==> src/source/decode_pkg.sv <==
package decode_pkg;

    localparam int INST_W     = 32;
    localparam int REG_ADDR_W = 5;
    localparam int OPCODE_W   = 7;
    localparam int FUNCT3_W   = 3;
    localparam int FUNCT7_W   = 7;
    localparam int MEM_MASK_W = 8;

    typedef logic [INST_W-1:0]     inst_t;
    typedef logic [REG_ADDR_W-1:0] reg_addr_t;
    typedef logic [OPCODE_W-1:0]   opcode_t;
    typedef logic [FUNCT3_W-1:0]   funct3_t;
    typedef logic [FUNCT7_W-1:0]   funct7_t;
    typedef logic [MEM_MASK_W-1:0] mem_mask_t;

    localparam opcode_t OPC_OP        = 7'b0110011;
    localparam opcode_t OPC_OP_IMM    = 7'b0010011;
    localparam opcode_t OPC_OP_32     = 7'b0111011;
    localparam opcode_t OPC_OP_IMM_32 = 7'b0011011;
    localparam opcode_t OPC_LOAD      = 7'b0000011;
    localparam opcode_t OPC_STORE     = 7'b0100011;
    localparam opcode_t OPC_BRANCH    = 7'b1100011;
    localparam opcode_t OPC_JAL       = 7'b1101111;
    localparam opcode_t OPC_JALR      = 7'b1100111;
    localparam opcode_t OPC_LUI       = 7'b0110111;
    localparam opcode_t OPC_AUIPC     = 7'b0010111;
    localparam opcode_t OPC_SYSTEM    = 7'b1110011;

    localparam inst_t   INST_EBREAK = 32'h0010_0073;
    localparam funct7_t F7_BASE     = 7'b0000000;
    localparam funct7_t F7_ALT      = 7'b0100000;   // sub, sra

    typedef enum logic [3:0] {
        ALU_ADD, ALU_SUB, ALU_SLL, ALU_SLT,
        ALU_SLTU, ALU_XOR, ALU_SRL, ALU_SRA,
        ALU_OR, ALU_AND, ALU_EQ, ALU_NE,
        ALU_LT, ALU_GE, ALU_LTU, ALU_GEU
    } alu_op_e;

    typedef enum logic [1:0] {
        SRC_REG, SRC_IMM, SRC_IMM_PC, SRC_FOUR_PC
    } alu_src_e;

    typedef enum logic [2:0] {
        IMM_NONE, IMM_I, IMM_SHAMT, IMM_S, IMM_B, IMM_U, IMM_J
    } imm_type_e;

    typedef enum logic [1:0] {
        MEM_BYTE, MEM_HALF, MEM_WORD, MEM_DOUBLE
    } mem_size_e;

    typedef struct packed {
        logic      reg_wen;
        reg_addr_t rd;
        reg_addr_t rs1;
        reg_addr_t rs2;
        imm_type_e imm_type;
        alu_op_e   alu_op;
        alu_src_e  alu_src;
        logic      word_op;
        logic      branch;
        logic      jump;
        logic      jalr;
        logic      mem_read;
        logic      mem_write;
        mem_size_e mem_size;
        logic      mem_unsigned;
        mem_mask_t mem_mask;
        logic      ebreak;
        logic      illegal;
    } dec_ctrl_t;

    function automatic opcode_t inst_opcode(inst_t inst);
        return inst[6:0];
    endfunction

    function automatic funct3_t inst_funct3(inst_t inst);
        return inst[14:12];
    endfunction

    function automatic funct7_t inst_funct7(inst_t inst);
        return inst[31:25];
    endfunction

    function automatic reg_addr_t inst_rd(inst_t inst);
        return inst[11:7];
    endfunction

    function automatic reg_addr_t inst_rs1(inst_t inst);
        return inst[19:15];
    endfunction

    function automatic reg_addr_t inst_rs2(inst_t inst);
        return inst[24:20];
    endfunction

    // bytes written by a store of the given size
    function automatic mem_mask_t store_mask(mem_size_e size);
        case (size)
            MEM_BYTE: return 8'h01;
            MEM_HALF: return 8'h03;
            MEM_WORD: return 8'h0f;
            default:  return 8'hff;
        endcase
    endfunction

endpackage

==> src/source/alu_decode.sv <==
`timescale 1ns/1ps

module alu_decode (
    input  decode_pkg::inst_t     inst,
    output decode_pkg::dec_ctrl_t ctrl,
    output logic                  hit
);
    import decode_pkg::*;

    opcode_t opcode;
    funct3_t funct3;
    funct7_t funct7;
    logic    shift;     // sll or srl/sra slot
    logic    alt_ok;    // funct7 legal for register and shift forms
    logic    reg_form;
    logic    word;

    assign opcode = inst_opcode(inst);
    assign funct3 = inst_funct3(inst);
    assign funct7 = inst_funct7(inst);
    assign shift  = funct3 == 3'b001 || funct3 == 3'b101;
    assign alt_ok = funct7 == F7_BASE ||
                    (funct7 == F7_ALT && (funct3 == 3'b000 || funct3 == 3'b101));

    function automatic alu_op_e f3_alu_op(funct3_t f3, logic alt);
        case (f3)
            3'b000:  return alt ? ALU_SUB : ALU_ADD;
            3'b001:  return ALU_SLL;
            3'b010:  return ALU_SLT;
            3'b011:  return ALU_SLTU;
            3'b100:  return ALU_XOR;
            3'b101:  return alt ? ALU_SRA : ALU_SRL;
            3'b110:  return ALU_OR;
            default: return ALU_AND;
        endcase
    endfunction

    always_comb begin
        hit      = 1'b0;
        reg_form = 1'b0;
        word     = 1'b0;
        case (opcode)
            OPC_OP: begin
                reg_form = 1'b1;
                hit      = alt_ok;
            end
            OPC_OP_IMM: begin
                // rv64 shamt is six bits, so only inst[31:26] is funct
                hit = !shift || inst[31:26] == 6'b000000 ||
                      (funct3 == 3'b101 && inst[31:26] == 6'b010000);
            end
            OPC_OP_32: begin
                reg_form = 1'b1;
                word     = 1'b1;
                hit      = (funct3 == 3'b000 || shift) && alt_ok;
            end
            OPC_OP_IMM_32: begin
                word = 1'b1;
                hit  = funct3 == 3'b000 || (shift && alt_ok);
            end
            default: begin
                hit = 1'b0;
            end
        endcase
    end

    always_comb begin
        ctrl = '0;
        if (hit) begin
            ctrl.reg_wen = 1'b1;
            ctrl.rd      = inst_rd(inst);
            ctrl.rs1     = inst_rs1(inst);
            ctrl.rs2     = reg_form ? inst_rs2(inst) : '0;
            if (reg_form) begin
                ctrl.imm_type = IMM_NONE;
            end else if (shift) begin
                ctrl.imm_type = IMM_SHAMT;
            end else begin
                ctrl.imm_type = IMM_I;
            end
            // inst[30] is an immediate bit for addi and friends
            ctrl.alu_op  = f3_alu_op(funct3, inst[30] && (reg_form || shift));
            ctrl.alu_src = reg_form ? SRC_REG : SRC_IMM;
            ctrl.word_op = word;
        end
    end

    assert property (@(inst) hit && !reg_form |-> ctrl.alu_op != ALU_SUB);   // no subi
    assert property (@(inst) hit && word |->
                     ctrl.alu_op inside {ALU_ADD, ALU_SUB, ALU_SLL, ALU_SRL, ALU_SRA});

endmodule

==> src/source/mem_decode.sv <==
`timescale 1ns/1ps

module mem_decode (
    input  decode_pkg::inst_t     inst,
    output decode_pkg::dec_ctrl_t ctrl,
    output logic                  hit
);
    import decode_pkg::*;

    opcode_t   opcode;
    funct3_t   funct3;
    mem_size_e size;
    logic      load;
    logic      store;

    assign opcode = inst_opcode(inst);
    assign funct3 = inst_funct3(inst);
    assign size   = mem_size_e'(funct3[1:0]);

    assign load  = opcode == OPC_LOAD && funct3 != 3'b111;   // no ldu
    assign store = opcode == OPC_STORE && !funct3[2];
    assign hit   = load || store;

    always_comb begin
        ctrl = '0;
        if (hit) begin
            ctrl.rs1      = inst_rs1(inst);
            ctrl.alu_op   = ALU_ADD;   // rs1 + offset
            ctrl.alu_src  = SRC_IMM;
            ctrl.mem_size = size;
        end
        if (load) begin
            ctrl.reg_wen      = 1'b1;
            ctrl.rd           = inst_rd(inst);
            ctrl.imm_type     = IMM_I;
            ctrl.mem_read     = 1'b1;
            ctrl.mem_unsigned = funct3[2];
        end
        if (store) begin
            ctrl.rs2       = inst_rs2(inst);
            ctrl.imm_type  = IMM_S;
            ctrl.mem_write = 1'b1;
            ctrl.mem_mask  = store_mask(size);
        end
    end

    assert property (@(inst) ctrl.mem_read |->
                     !(ctrl.mem_unsigned && ctrl.mem_size == MEM_DOUBLE));

endmodule

==> src/source/flow_decode.sv <==
`timescale 1ns/1ps

module flow_decode (
    input  decode_pkg::inst_t     inst,
    output decode_pkg::dec_ctrl_t ctrl,
    output logic                  hit
);
    import decode_pkg::*;

    opcode_t opcode;
    funct3_t funct3;

    assign opcode = inst_opcode(inst);
    assign funct3 = inst_funct3(inst);

    function automatic alu_op_e cmp_op(funct3_t f3);
        case (f3)
            3'b000:  return ALU_EQ;
            3'b001:  return ALU_NE;
            3'b100:  return ALU_LT;
            3'b101:  return ALU_GE;
            3'b110:  return ALU_LTU;
            default: return ALU_GEU;
        endcase
    endfunction

    always_comb begin
        ctrl = '0;
        hit  = 1'b0;
        case (opcode)
            OPC_BRANCH: begin
                if (funct3[2:1] != 2'b01) begin   // 010 and 011 reserved
                    hit           = 1'b1;
                    ctrl.branch   = 1'b1;
                    ctrl.rs1      = inst_rs1(inst);
                    ctrl.rs2      = inst_rs2(inst);
                    ctrl.imm_type = IMM_B;
                    ctrl.alu_op   = cmp_op(funct3);
                    ctrl.alu_src  = SRC_REG;
                end
            end
            OPC_JAL, OPC_JALR: begin
                if (opcode == OPC_JAL || funct3 == 3'b000) begin
                    hit           = 1'b1;
                    ctrl.jump     = 1'b1;
                    ctrl.reg_wen  = 1'b1;
                    ctrl.rd       = inst_rd(inst);
                    ctrl.alu_op   = ALU_ADD;
                    ctrl.alu_src  = SRC_FOUR_PC;   // link value
                    ctrl.imm_type = IMM_J;
                    if (opcode == OPC_JALR) begin
                        ctrl.jalr     = 1'b1;
                        ctrl.rs1      = inst_rs1(inst);
                        ctrl.imm_type = IMM_I;
                    end
                end
            end
            OPC_LUI, OPC_AUIPC: begin
                hit           = 1'b1;
                ctrl.reg_wen  = 1'b1;
                ctrl.rd       = inst_rd(inst);
                ctrl.imm_type = IMM_U;
                ctrl.alu_op   = ALU_ADD;
                ctrl.alu_src  = opcode == OPC_AUIPC ? SRC_IMM_PC : SRC_IMM;
            end
            OPC_SYSTEM: begin
                if (inst == INST_EBREAK) begin
                    hit         = 1'b1;
                    ctrl.ebreak = 1'b1;
                end
            end
            default: begin
                hit = 1'b0;
            end
        endcase
    end

endmodule

==> src/source/inst_decode.sv <==
`timescale 1ns/1ps

module inst_decode (
    input  decode_pkg::inst_t     inst,
    output decode_pkg::dec_ctrl_t dec
);
    import decode_pkg::*;

    dec_ctrl_t alu_ctrl;
    dec_ctrl_t mem_ctrl;
    dec_ctrl_t flow_ctrl;
    logic      alu_hit;
    logic      mem_hit;
    logic      flow_hit;

    alu_decode i_alu_decode (
        .inst (inst),
        .ctrl (alu_ctrl),
        .hit  (alu_hit)
    );

    mem_decode i_mem_decode (
        .inst (inst),
        .ctrl (mem_ctrl),
        .hit  (mem_hit)
    );

    flow_decode i_flow_decode (
        .inst (inst),
        .ctrl (flow_ctrl),
        .hit  (flow_hit)
    );

    always_comb begin
        dec = '0;
        if (alu_hit) begin
            dec = alu_ctrl;
        end else if (mem_hit) begin
            dec = mem_ctrl;
        end else if (flow_hit) begin
            dec = flow_ctrl;
        end else begin
            dec.illegal = 1'b1;   // nobody claimed it
        end
    end

    // opcode classes are disjoint across the sub-decoders
    assert property (@(inst) $onehot0({alu_hit, mem_hit, flow_hit}));

endmodule

==> src/source/id_stage.sv <==
`timescale 1ns/1ps

module id_stage (
    input  logic                  clk,
    input  logic                  arst_n,
    input  decode_pkg::inst_t     inst,
    input  logic                  inst_valid,
    output decode_pkg::dec_ctrl_t dec,
    output logic                  dec_valid
);
    import decode_pkg::*;

    dec_ctrl_t dec_comb;

    inst_decode i_inst_decode (
        .inst (inst),
        .dec  (dec_comb)
    );

    always_ff @(posedge clk or negedge arst_n) begin
        if (!arst_n) begin
            dec_valid <= 1'b0;
            dec       <= '0;
        end else begin
            dec_valid <= inst_valid;
            if (inst_valid) begin
                dec <= dec_comb;   // hold on gaps
            end
        end
    end

    assert property (@(posedge clk) $rose(arst_n) |-> !dec_valid && dec == '0);

endmodule

==> config.mk <==
export PLATFORM = sky130hd
export DESIGN_NAME = id_stage
export DESIGN_NICKNAME = d
export VERILOG_FILES = /design/src/source/decode_pkg.sv /design/src/source/alu_decode.sv /design/src/source/mem_decode.sv /design/src/source/flow_decode.sv /design/src/source/inst_decode.sv /design/src/source/id_stage.sv
export SDC_FILE = /design/constraint.sdc
export NUM_CORES = 1
export LEC_CHECK = 0
export BUFFER_PORTS_ARGS = -buffer_cell sky130_fd_sc_hd__clkbuf_2
export CAP_MARGIN = 20
export CORE_MARGIN = 5
export CORE_UTILIZATION = 54
export DETAILED_ROUTE_END_ITERATION = 16
export MAX_ROUTING_LAYER = met4
export PLACE_DENSITY = 0.94
export SLEW_MARGIN = 20
export SYNTH_ARGS = -nofsm -noshare
export SYNTH_HDL_FRONTEND = slang
export SYNTH_SLANG_ARGS = --single-unit
==> constraint.sdc <==
create_clock -name clk -period 2.1 [get_ports clk]
set_input_delay 0.42 -clock clk [delete_from_list [all_inputs] [get_ports clk]]
set_output_delay 0.42 -clock clk [all_outputs]
set_load 0.1 [all_outputs]
==> impl_metrics.env, run 1 <==
export IMPL_yosysSeqAreaShare_pct=44.3
export IMPL_synth_fa_ha_area_share_pct=0
export IMPL_antenna_left=0
export IMPL_worst_pin_slew_ns=0.786
export IMPL_final_util_pct=69.6
export IMPL_synth_area_top_cells="dfrtp_1 44%, mux2i_1 5.3%, o21ai_0 3.8%"
export IMPL_start_util_pct=56.1
export IMPL_busiest_layer="met2"
export IMPL_io_buffers=79
export IMPL_critPathArrivalTime_ns=1.97
export IMPL_drive_above_1_share_pct=35.2
export IMPL_crit_buf_inv=2
export IMPL_synth_warnings=0
export IMPL_met2_usage_pct=39.2
export IMPL_final_area_mm2=0.00280
export IMPL_ff_latch_area_mm2=0.00100
export IMPL_ir_drop_v=0.000453
export IMPL_netlist_instances=236
export IMPL_grt_use_met3_pct=2.94
export IMPL_grt_max_degree=33
export IMPL_rsz0062_at_grt="no"
export IMPL_clock_latency_ns=0.30
export IMPL_worstPathRequired_ns=2.26
export IMPL_placementRows=23
export IMPL_layout_worst_path_cycle_share_pct=86.3
export IMPL_cts_tree="done"
export IMPL_hold_viol_final=0
export IMPL_synth_edff_count=0
export IMPL_synth_async_reset_ratio_pct=100
export IMPL_grt_first_pass_wirelength_um=10500
export IMPL_grt_overflow=0
export IMPL_route_detailed_drc=0
export IMPL_ys_ff_latch=40
export IMPL_drv_cap=0
export IMPL_place_congestion=0.956
export IMPL_final_net_count=353
export IMPL_synthesis_nets=271
export IMPL_clkTransAtPathRegs_ns=0.08
export IMPL_cpPeakStageDelay_ns=0.42
export IMPL_synth_top_cell_area_share_pct=44.3
export IMPL_die_w_um=74.7
export IMPL_r2r_start="dec[29]"
export IMPL_cts_sinks=40
export IMPL_via_per_inst=6.04
export IMPL_wire_per_inst_um=17.4
export IMPL_yosys_area_share_simple_pct=23.3
export IMPL_cts_buffers=5
export IMPL_fillers=324
export IMPL_boundaryPins=80
export IMPL_grt_usage_pct=25.1
export IMPL_synth_distinct_cells=53
export IMPL_dp_cells=361
export IMPL_core_area_mm2=0.00403
export IMPL_cts_root_buf="clkbuf_8"
export IMPL_dp_hpwl_um=4950
export IMPL_vias=2222
export IMPL_min_path_type="in2async"
export IMPL_drt_initial_drc_count=233
export IMPL_syn_area_mm2=0.00226
export IMPL_cts_setup_buffers=0
export IMPL_powerDensity_mw_per_mm2=630
export IMPL_dieArea_mm2=0.00558
export IMPL_globalRouteMet1Util_pct=34.3
export IMPL_slew_viol_final=0
export IMPL_critPathTopFamily="simple AND/OR/NAND/NOR gates"
export IMPL_place_area_mm2=0.00273
export IMPL_critical_path_cell_chain="clkbuf_2, or2b_1, a31oi_1, o32ai_4, buf_4, nor4b_4, nor2_1"
export IMPL_synth_compound_area_share_pct=20.4
export IMPL_outcome="finished, final reports clean"
export IMPL_wl_um=6400
export IMPL_finalPower_mw=1.77
export IMPL_worst_hold_slack_ns=0.189
export IMPL_synth_xor_area_share_pct=0.388
export IMPL_syn2layout_area_growth_pct=24.1
export IMPL_antenna_cells=0
export IMPL_hold_buffers=0
export IMPL_yosysTopAreaCell="dfrtp_1"
export IMPL_max_freq_mhz=552
export IMPL_finalSetupViolations=0
export IMPL_p_leak_nw=1.41
export IMPL_synthFlopType="dfrtp_1"
export IMPL_syn_avg_cell_area_um2=9.57
export IMPL_die_h_um=74.7
export IMPL_skew_ns=0
export IMPL_worstPathMaxFanout=6
export IMPL_crit_slowest_cell="nor4b_4"
export IMPL_worstSetupStartpoint="inst[12]"
export IMPL_synth_mux_area_share_pct=5.82
export IMPL_grt_pass1_vias=2142
export IMPL_final_cells=368
export IMPL_period_needed_ns=1.81
export IMPL_criticalPathCategory="in2reg"
export IMPL_cts_resized_gates=0
export IMPL_antenna_found_initial=0
export IMPL_maxSlewHeadroom_pct=47.6
export IMPL_first_pass_iters=5
export IMPL_htreeDepth=2
export IMPL_endpoint_kind="register"
export IMPL_synth_top_family_by_area="simple AND/OR/NAND/NOR gates"
export IMPL_clockBufferDepth=2
export IMPL_multi_input_area_mm2=0.00113
export IMPL_start_kind="primary input"
layout by cell type (no fill, tap or decap), types with 2 or more instances in the layout:
cell type  count
dfrtp_1       40
nor3b_1        2
and3_1         2
o21ai_0       17
nor2b_1        7
nand2_1       21
buf_4         17
clkbuf_2      79
nand3_1       15
nor3_1        11
nand4_1        2
inv_1          3
nor4_1         3
a31oi_1        7
a21o_1         2
o21ai_2        3
o2bb2ai_1      7
clkbuf_8       5
mux2i_1       12
o2111ai_1      2
and4b_1        3
nor2_1        17
nand2b_1       3
a21oi_1        8
through the flow:
stage / TNS (ns) / setup slack (ns)
2_1_floorplan: 0 / 0.298
3_3_place_gp: 0 / 0.0751
3_5_place_dp: -0.0474 / -0.0129
4_1_cts: 0 / 0.286
5_1_grt: 0 / 0.120
6_report: 0 / 0.287
path summary, 6_finish.rpt:
path | end | depth (start not counted) | slack, ns
worst max-delay path | dec[43] | 7 | 0.29
worst min-delay path | dec[22] | 1 | 0.19
worst max register to register | dec[29] | 3 | 1.20
worst min register to register | dec[15] | 2 | 0.49
max in group asynchronous | dec[26] | 2 | 1.31
min in group clk | dec[28] | 3 | 0.38
power by group:
| group | switching [mW] | internal, mW | leakage, nW |
|---|---|---|---|
| sequential | 0.0171 | 0.797 | 0.535 |
| clock | 0.261 | 0.226 | 0.0410 |
| combinational | 0.356 | 0.109 | 0.834 |
| total | 0.634 | 1.13 | 1.41 |
worst reg2reg max path, stage by stage (launching register included):
cell and delay [ns]:
dfrtp_1 0.39, nor2b_1 0.13, a31oi_1 0.15, o21ai_0 0.10
metal layers:
| layer | part of all wire, % | vias up | wire [um] |
|---|---|---|---|
| met3 | 7.3 | 18 | 464 |
| met5 | 0 | - | 0 |
| met4 | 2.5 | 0 | 159 |
| li1 | - | 1020 | - |
| met2 | 49 | 104 | 3140 |
| met1 | 41 | 1080 | 2630 |
synth_stat cells, types with 2 or more instances:
master,count
a21o_1,2
a21oi_1,8
a31oi_1,7
and3_1,2
and4b_1,3
buf_2,5
buf_4,5
buf_6,2
clkbuf_1,9
dfrtp_1,40
inv_1,3
mux2i_1,12
nand2_1,21
nand2b_1,3
nand3_1,15
nand4_1,2
nor2_1,17
nor2b_1,7
nor3_1,11
nor3b_1,2
nor4_1,3
o2111ai_1,2
o21ai_0,17
o21ai_2,3
o2bb2ai_1,7
cell type report:
class / instances / area share [%]
inverter: 3 / 0.402
multi-input combinational: 172 / 40.2
clock buffer: 6 / 2.59
sequential: 40 / 35.7
timing repair buffer: 96 / 18.7
tap: 50 / 2.23
clock inverter: 1 / 0.179
flip-flops by register name (all words and copies together) (netlist names):
name	cells
dec	39
dec_valid	1
cell families (layout without fill, tap and decap cells):
logic type / Yosys count / in the layout
AOI/OAI and AO/OA: 62 / 62
xor gates and xnor gates: 1 / 1
muxes: 13 / 13
and+or+nand+nor: 96 / 96
buffers and inverters: 24 / 106
DFF: 40 / 40
Power figures use the tool's default switching activity.
==> inputs of run 2 (changes only) <==
- ABC_AREA: unset -> 1
- CORE_UTILIZATION: 54 -> 50
- PLACE_DENSITY: 0.94 -> 0.88
- SKIP_CTS_REPAIR_TIMING: unset -> 1
- clock period: 2.1 -> 1.75 ns (I/O delays scaled with it)
==> impl_metrics.env, run 2 <==
export IMPL_cts_buffers=5
export IMPL_clkTransAtPathRegs_ns=0.07
export IMPL_htreeDepth=2
export IMPL_worstPathRequired_ns=1.40
export IMPL_crit_slowest_cell="clkbuf_2"
export IMPL_grt_first_pass_wirelength_um=10800
export IMPL_crit_buf_inv=1
export IMPL_skew_ns=0
export IMPL_core_area_mm2=0.00444
export IMPL_final_area_mm2=0.00298
export IMPL_drive_above_1_share_pct=27.4
export IMPL_dp_hpwl_um=4880
export IMPL_place_ws_ns=-0.00983
export IMPL_worst_pin_slew_ns=0.549
export IMPL_clock_latency_ns=0.28
export IMPL_cts_tree="done"
export IMPL_mostFrequentLayoutCell="nand2_1"
export IMPL_grt_overflow=0
export IMPL_first_pass_iters=4
export IMPL_criticalPathCategory="reg2out"
export IMPL_layout_common_cells="152 x nand2_1, 79 x clkbuf_2, 40 x dfrtp_1, 39 x nor2_1, 32 x inv_1"
export IMPL_die_h_um=78.4
export IMPL_ff2ff_setup_slack_ns=1.06
export IMPL_tns_ns=0
export IMPL_layout_worst_path_cycle_share_pct=87.6
export IMPL_syn_area_mm2=0.00234
export IMPL_grt_max_degree=52
export IMPL_wire_per_inst_um=12.7
export IMPL_place_area_mm2=0.00285
export IMPL_yosysMostFrequentCell="nand2_1"
export IMPL_synth_distinct_cells=23
export IMPL_critPathTopFamily="buffers and inverters"
export IMPL_max_freq_mhz=653
export IMPL_endpoint_kind="primary output"
export IMPL_top_register="dec"
export IMPL_via_per_inst=4.95
export IMPL_worstPathMaxFanout=5
export IMPL_syn2layout_area_growth_pct=27.2
export IMPL_antenna_found_initial=0
export IMPL_start_kind="register"
export IMPL_outcome="finished, final reports clean"
export IMPL_clockBufferDepth=2
export IMPL_synth_area_top_cells="dfrtp_1 43%, nand2_1 24%, nor2_1 6.3%"
export IMPL_dp_cells=486
export IMPL_drt_initial_drc_count=161
export IMPL_p_leak_nw=1.85
export IMPL_maxSlewHeadroom_pct=63.6
export IMPL_final_cells=493
export IMPL_slew_viol_final=0
export IMPL_critPathArrivalTime_ns=1.18
export IMPL_boundaryPins=80
export IMPL_finalSetupViolations=0
export IMPL_worst_hold_slack_ns=0.113
export IMPL_yosysSeqAreaShare_pct=42.8
export IMPL_place_congestion=0.905
export IMPL_top_regs="dec x39, dec_valid x1"
export IMPL_cpPeakStageDelay_ns=0.48
export IMPL_cts_sinks=40
export IMPL_synth_top_cell_area_share_pct=42.8
export IMPL_grt_pass1_vias=2382
export IMPL_final_util_pct=67.0
export IMPL_cts_root_buf="clkbuf_8"
export IMPL_yosysTopAreaCell="dfrtp_1"
export IMPL_rsz0062_at_grt="no"
export IMPL_critical_path_cell_chain="clkbuf_2"
export IMPL_hold_viol_final=0
export IMPL_synthFlopType="dfrtp_1"
export IMPL_synth_edff_count=0
export IMPL_period_needed_ns=1.53
export IMPL_finalPower_mw=2.14
export IMPL_final_net_count=476
export IMPL_die_w_um=78.4
export IMPL_synth_warnings=0
export IMPL_dieArea_mm2=0.00615
export IMPL_placementRows=24
export IMPL_grt_usage_pct=22.6
export IMPL_worst_slack_ns=0.217
export IMPL_min_path_type="in2async"
export IMPL_start_util_pct=52.7
export IMPL_netlist_instances=354
export IMPL_ys_ff_latch=40
export IMPL_synthesis_nets=389
export IMPL_antenna_left=0
export IMPL_synth_async_reset_ratio_pct=100
export IMPL_syn_avg_cell_area_um2=6.61
export IMPL_powerDensity_mw_per_mm2=717
export IMPL_drv_cap=0
export IMPL_route_detailed_drc=0
export IMPL_vias=2440
export IMPL_wl_um=6260
export IMPL_io_buffers=79
export IMPL_largest_reg_flops=39
export IMPL_antenna_cells=0
export IMPL_ir_drop_v=0.000445
export IMPL_synth_top_cells_by_count="152 x nand2_1, 40 x dfrtp_1, 39 x nor2_1"
run 2: cell types whose count changed in the layout (fill, tap and decap cells not counted), sizes merged, moves of 7 or more:
cell     previous run  this run
nor2               18        44
nor3               12         1
nand3              15        26
nor2b               7         0
mux2i              12         0
nand2              21       156
inv                 3        40
o2bb2ai             8         0
run 2: area by class of cell:
cell class	instances	area, um2
multi-input combinational	258	1100
clock inverter	2	60.1
clock buffer	5	68.8
fill	407	1470
tap	52	65.1
timing repair buffer	95	528
inverter	41	154
sequential	40	1000
run 2: cells by family (layout without fill, tap and decap cells):
kind of cell / count (synthesis) / in the layout / share of synthesized area (%)
flip-flops: 40 / 40 / 42.8
AO/OA/AOI/OAI: 24 / 24 / 5.93
AND/OR/NAND/NOR: 234 / 234 / 41.1
buffers and inverters: 56 / 143 / 10.2
run 2: worst paths after layout:
check	from	endpoint	cells past startpoint
min	arst_n	dec[27]	2
min reg2reg	dec[42]	dec[42]	2
max in group asynchronous	arst_n	dec[36]	2
min in group clk	inst[8]	dec[39]	3
max reg2reg	dec[8]	dec[8]	2
max	dec[8]	dec[8]	1
run 2: routing by layer:
metal,part of all wire (%),global-route usage (%),vias up
li1,-,-,1264
met1,45,29.0,1102
met2,49,37.2,68
met3,5.7,3.89,6
met4,0.53,6.12,0
met5,0,-,-
run 2: power breakdown:
part | total (mW) | internal [mW] | switching, mW
clock network | 0.875 | 0.561 | 0.314
registers | 0.941 | 0.935 | 0.00592
logic | 0.320 | 0.0848 | 0.235
total | 2.14 | 1.58 | 0.555
==> inputs of run 3 (changes only) <==
- CORE_MARGIN: 5 -> 8
==> impl_metrics.env, run 3 (synthesis gave the netlist of run 2 again) <==
export IMPL_outcome="finished, final reports clean"
export IMPL_layout_worst_path_cycle_share_pct=87.0
export IMPL_clkTransAtPathRegs_ns=0.08
export IMPL_critical_path_cell_chain="clkbuf_2"
export IMPL_clockBufferDepth=2
export IMPL_antenna_left=0
export IMPL_cts_root_buf="clkbuf_8"
export IMPL_dieArea_mm2=0.00713
export IMPL_cpPeakStageDelay_ns=0.48
export IMPL_mostFrequentLayoutCell="nand2_1"
export IMPL_crit_buf_inv=1
export IMPL_layout_common_cells="152 x nand2_1, 79 x clkbuf_2, 40 x dfrtp_1, 39 x nor2_1, 32 x inv_1"
export IMPL_endpoint_kind="primary output"
export IMPL_critPathTopFamily="buffers and inverters"
export IMPL_die_h_um=84.4
export IMPL_cts_tree="done"
export IMPL_die_w_um=84.4
export IMPL_boundaryPins=80
export IMPL_worstPathMaxFanout=5
export IMPL_finalPower_mw=2.00
export IMPL_ff_latch_area_mm2=0.00100
export IMPL_grt_overflow=0
export IMPL_ir_drop_v=0.000302
export IMPL_powerDensity_mw_per_mm2=685
export IMPL_start_util_pct=50.6
export IMPL_rsz0062_at_grt="no"
export IMPL_finalSetupViolations=0
export IMPL_multi_input_area_mm2=0.00110
export IMPL_largest_reg_flops=39
export IMPL_final_net_count=470
export IMPL_final_area_mm2=0.00291
export IMPL_period_needed_ns=1.52
export IMPL_syn2layout_area_growth_pct=24.5
export IMPL_placementRows=25
export IMPL_grt_usage_pct=19.7
export IMPL_htreeDepth=2
export IMPL_drive_above_1_share_pct=26.4
export IMPL_slew_viol_final=0
export IMPL_clock_latency_ns=0.29
export IMPL_worstPathRequired_ns=1.40
export IMPL_drv_cap=0
export IMPL_top_register="dec"
export IMPL_antenna_cells=0
export IMPL_antenna_found_initial=0
export IMPL_top_regs="dec x39, dec_valid x1"
export IMPL_wire_per_inst_um=13.6
export IMPL_criticalPathCategory="reg2out"
export IMPL_route_detailed_drc=0
export IMPL_min_path_type="in2async"
export IMPL_critPathArrivalTime_ns=1.17
export IMPL_core_area_mm2=0.00463
export IMPL_grt_max_degree=52
export IMPL_cts_sinks=40
export IMPL_p_leak_nw=1.81
export IMPL_skew_ns=0
export IMPL_grt_first_pass_wirelength_um=11200
export IMPL_cts_buffers=5
export IMPL_fillers=456
export IMPL_start_kind="register"
export IMPL_worst_pin_slew_ns=0.557
export IMPL_via_per_inst=4.99
export IMPL_place_area_mm2=0.00281
export IMPL_wl_um=6680
export IMPL_max_freq_mhz=657
export IMPL_crit_slowest_cell="clkbuf_2"
export IMPL_dp_cells=482
export IMPL_first_pass_iters=5
export IMPL_dp_hpwl_um=5190
export IMPL_hold_viol_final=0
export IMPL_maxSlewHeadroom_pct=63.0
export IMPL_drt_initial_drc_count=218
export IMPL_final_cells=490
export IMPL_io_buffers=79
export IMPL_vias=2445
export IMPL_place_congestion=0.955
export IMPL_grt_pass1_vias=2425
run 3: cell count changes in the layout (fill, tap and decap cells not counted), sizes merged:
| cell | change |
|---|---|
| buf | -6 |
| bufinv | -1 |
| clkbuf | +1 |
| clkinv | +1 |
run 3: metrics by stage:
step / TNS, ns / utilization, % / worst slack (ns) / hold WS [ns]
floorplan: 0 / - / 0.0269 / 0.0544
global placement: 0 / 60.6 / 0.0401 / 0.433
detailed placement: -0.0144 / 60.6 / -0.00974 / 0.440
CTS: 0 / 62.9 / 0.221 / 0.129
global route: 0 / 62.9 / 0.152 / 0.157
finish: 0 / 62.9 / 0.227 / 0.105
run 3: path summary, 6_finish.rpt:
path | cells after the start | slack, ns | endpoint | start
worst max-delay path | 1 | 0.23 | dec[8] | dec[8]
worst min-delay path | 2 | 0.10 | dec[27] | arst_n
worst max register to register | 2 | 1.06 | dec[16] | dec[16]
worst min register to register | 2 | 0.48 | dec[35] | dec[35]
max in group asynchronous | 2 | 1.29 | dec[35] | arst_n
min in group clk | 3 | 0.30 | dec[40] | inst[9]
run 3: power by group:
group	internal [mW]	switching, mW
sequential	0.935	0.00587
clock	0.423	0.318
combinational	0.0783	0.236
total	1.44	0.560
run 3: area by class of cell:
class	instances	share of cell area, %
multi-input combinational	258	37.8
sequential	40	34.3
timing repair buffer	89	16.6
inverter	41	5.28
clock buffer	6	2.49
tap	54	2.32
clock inverter	2	1.20
run 3: per-layer routing:
| layer | GRT usage, % | share of wire [%] |
|---|---|---|
| met1 | 22.9 | 43 |
| met4 | 8.09 | 1.7 |
| met2 | 32.6 | 49 |
| met5 | - | 0 |
| met3 | 3.71 | 6.3 |
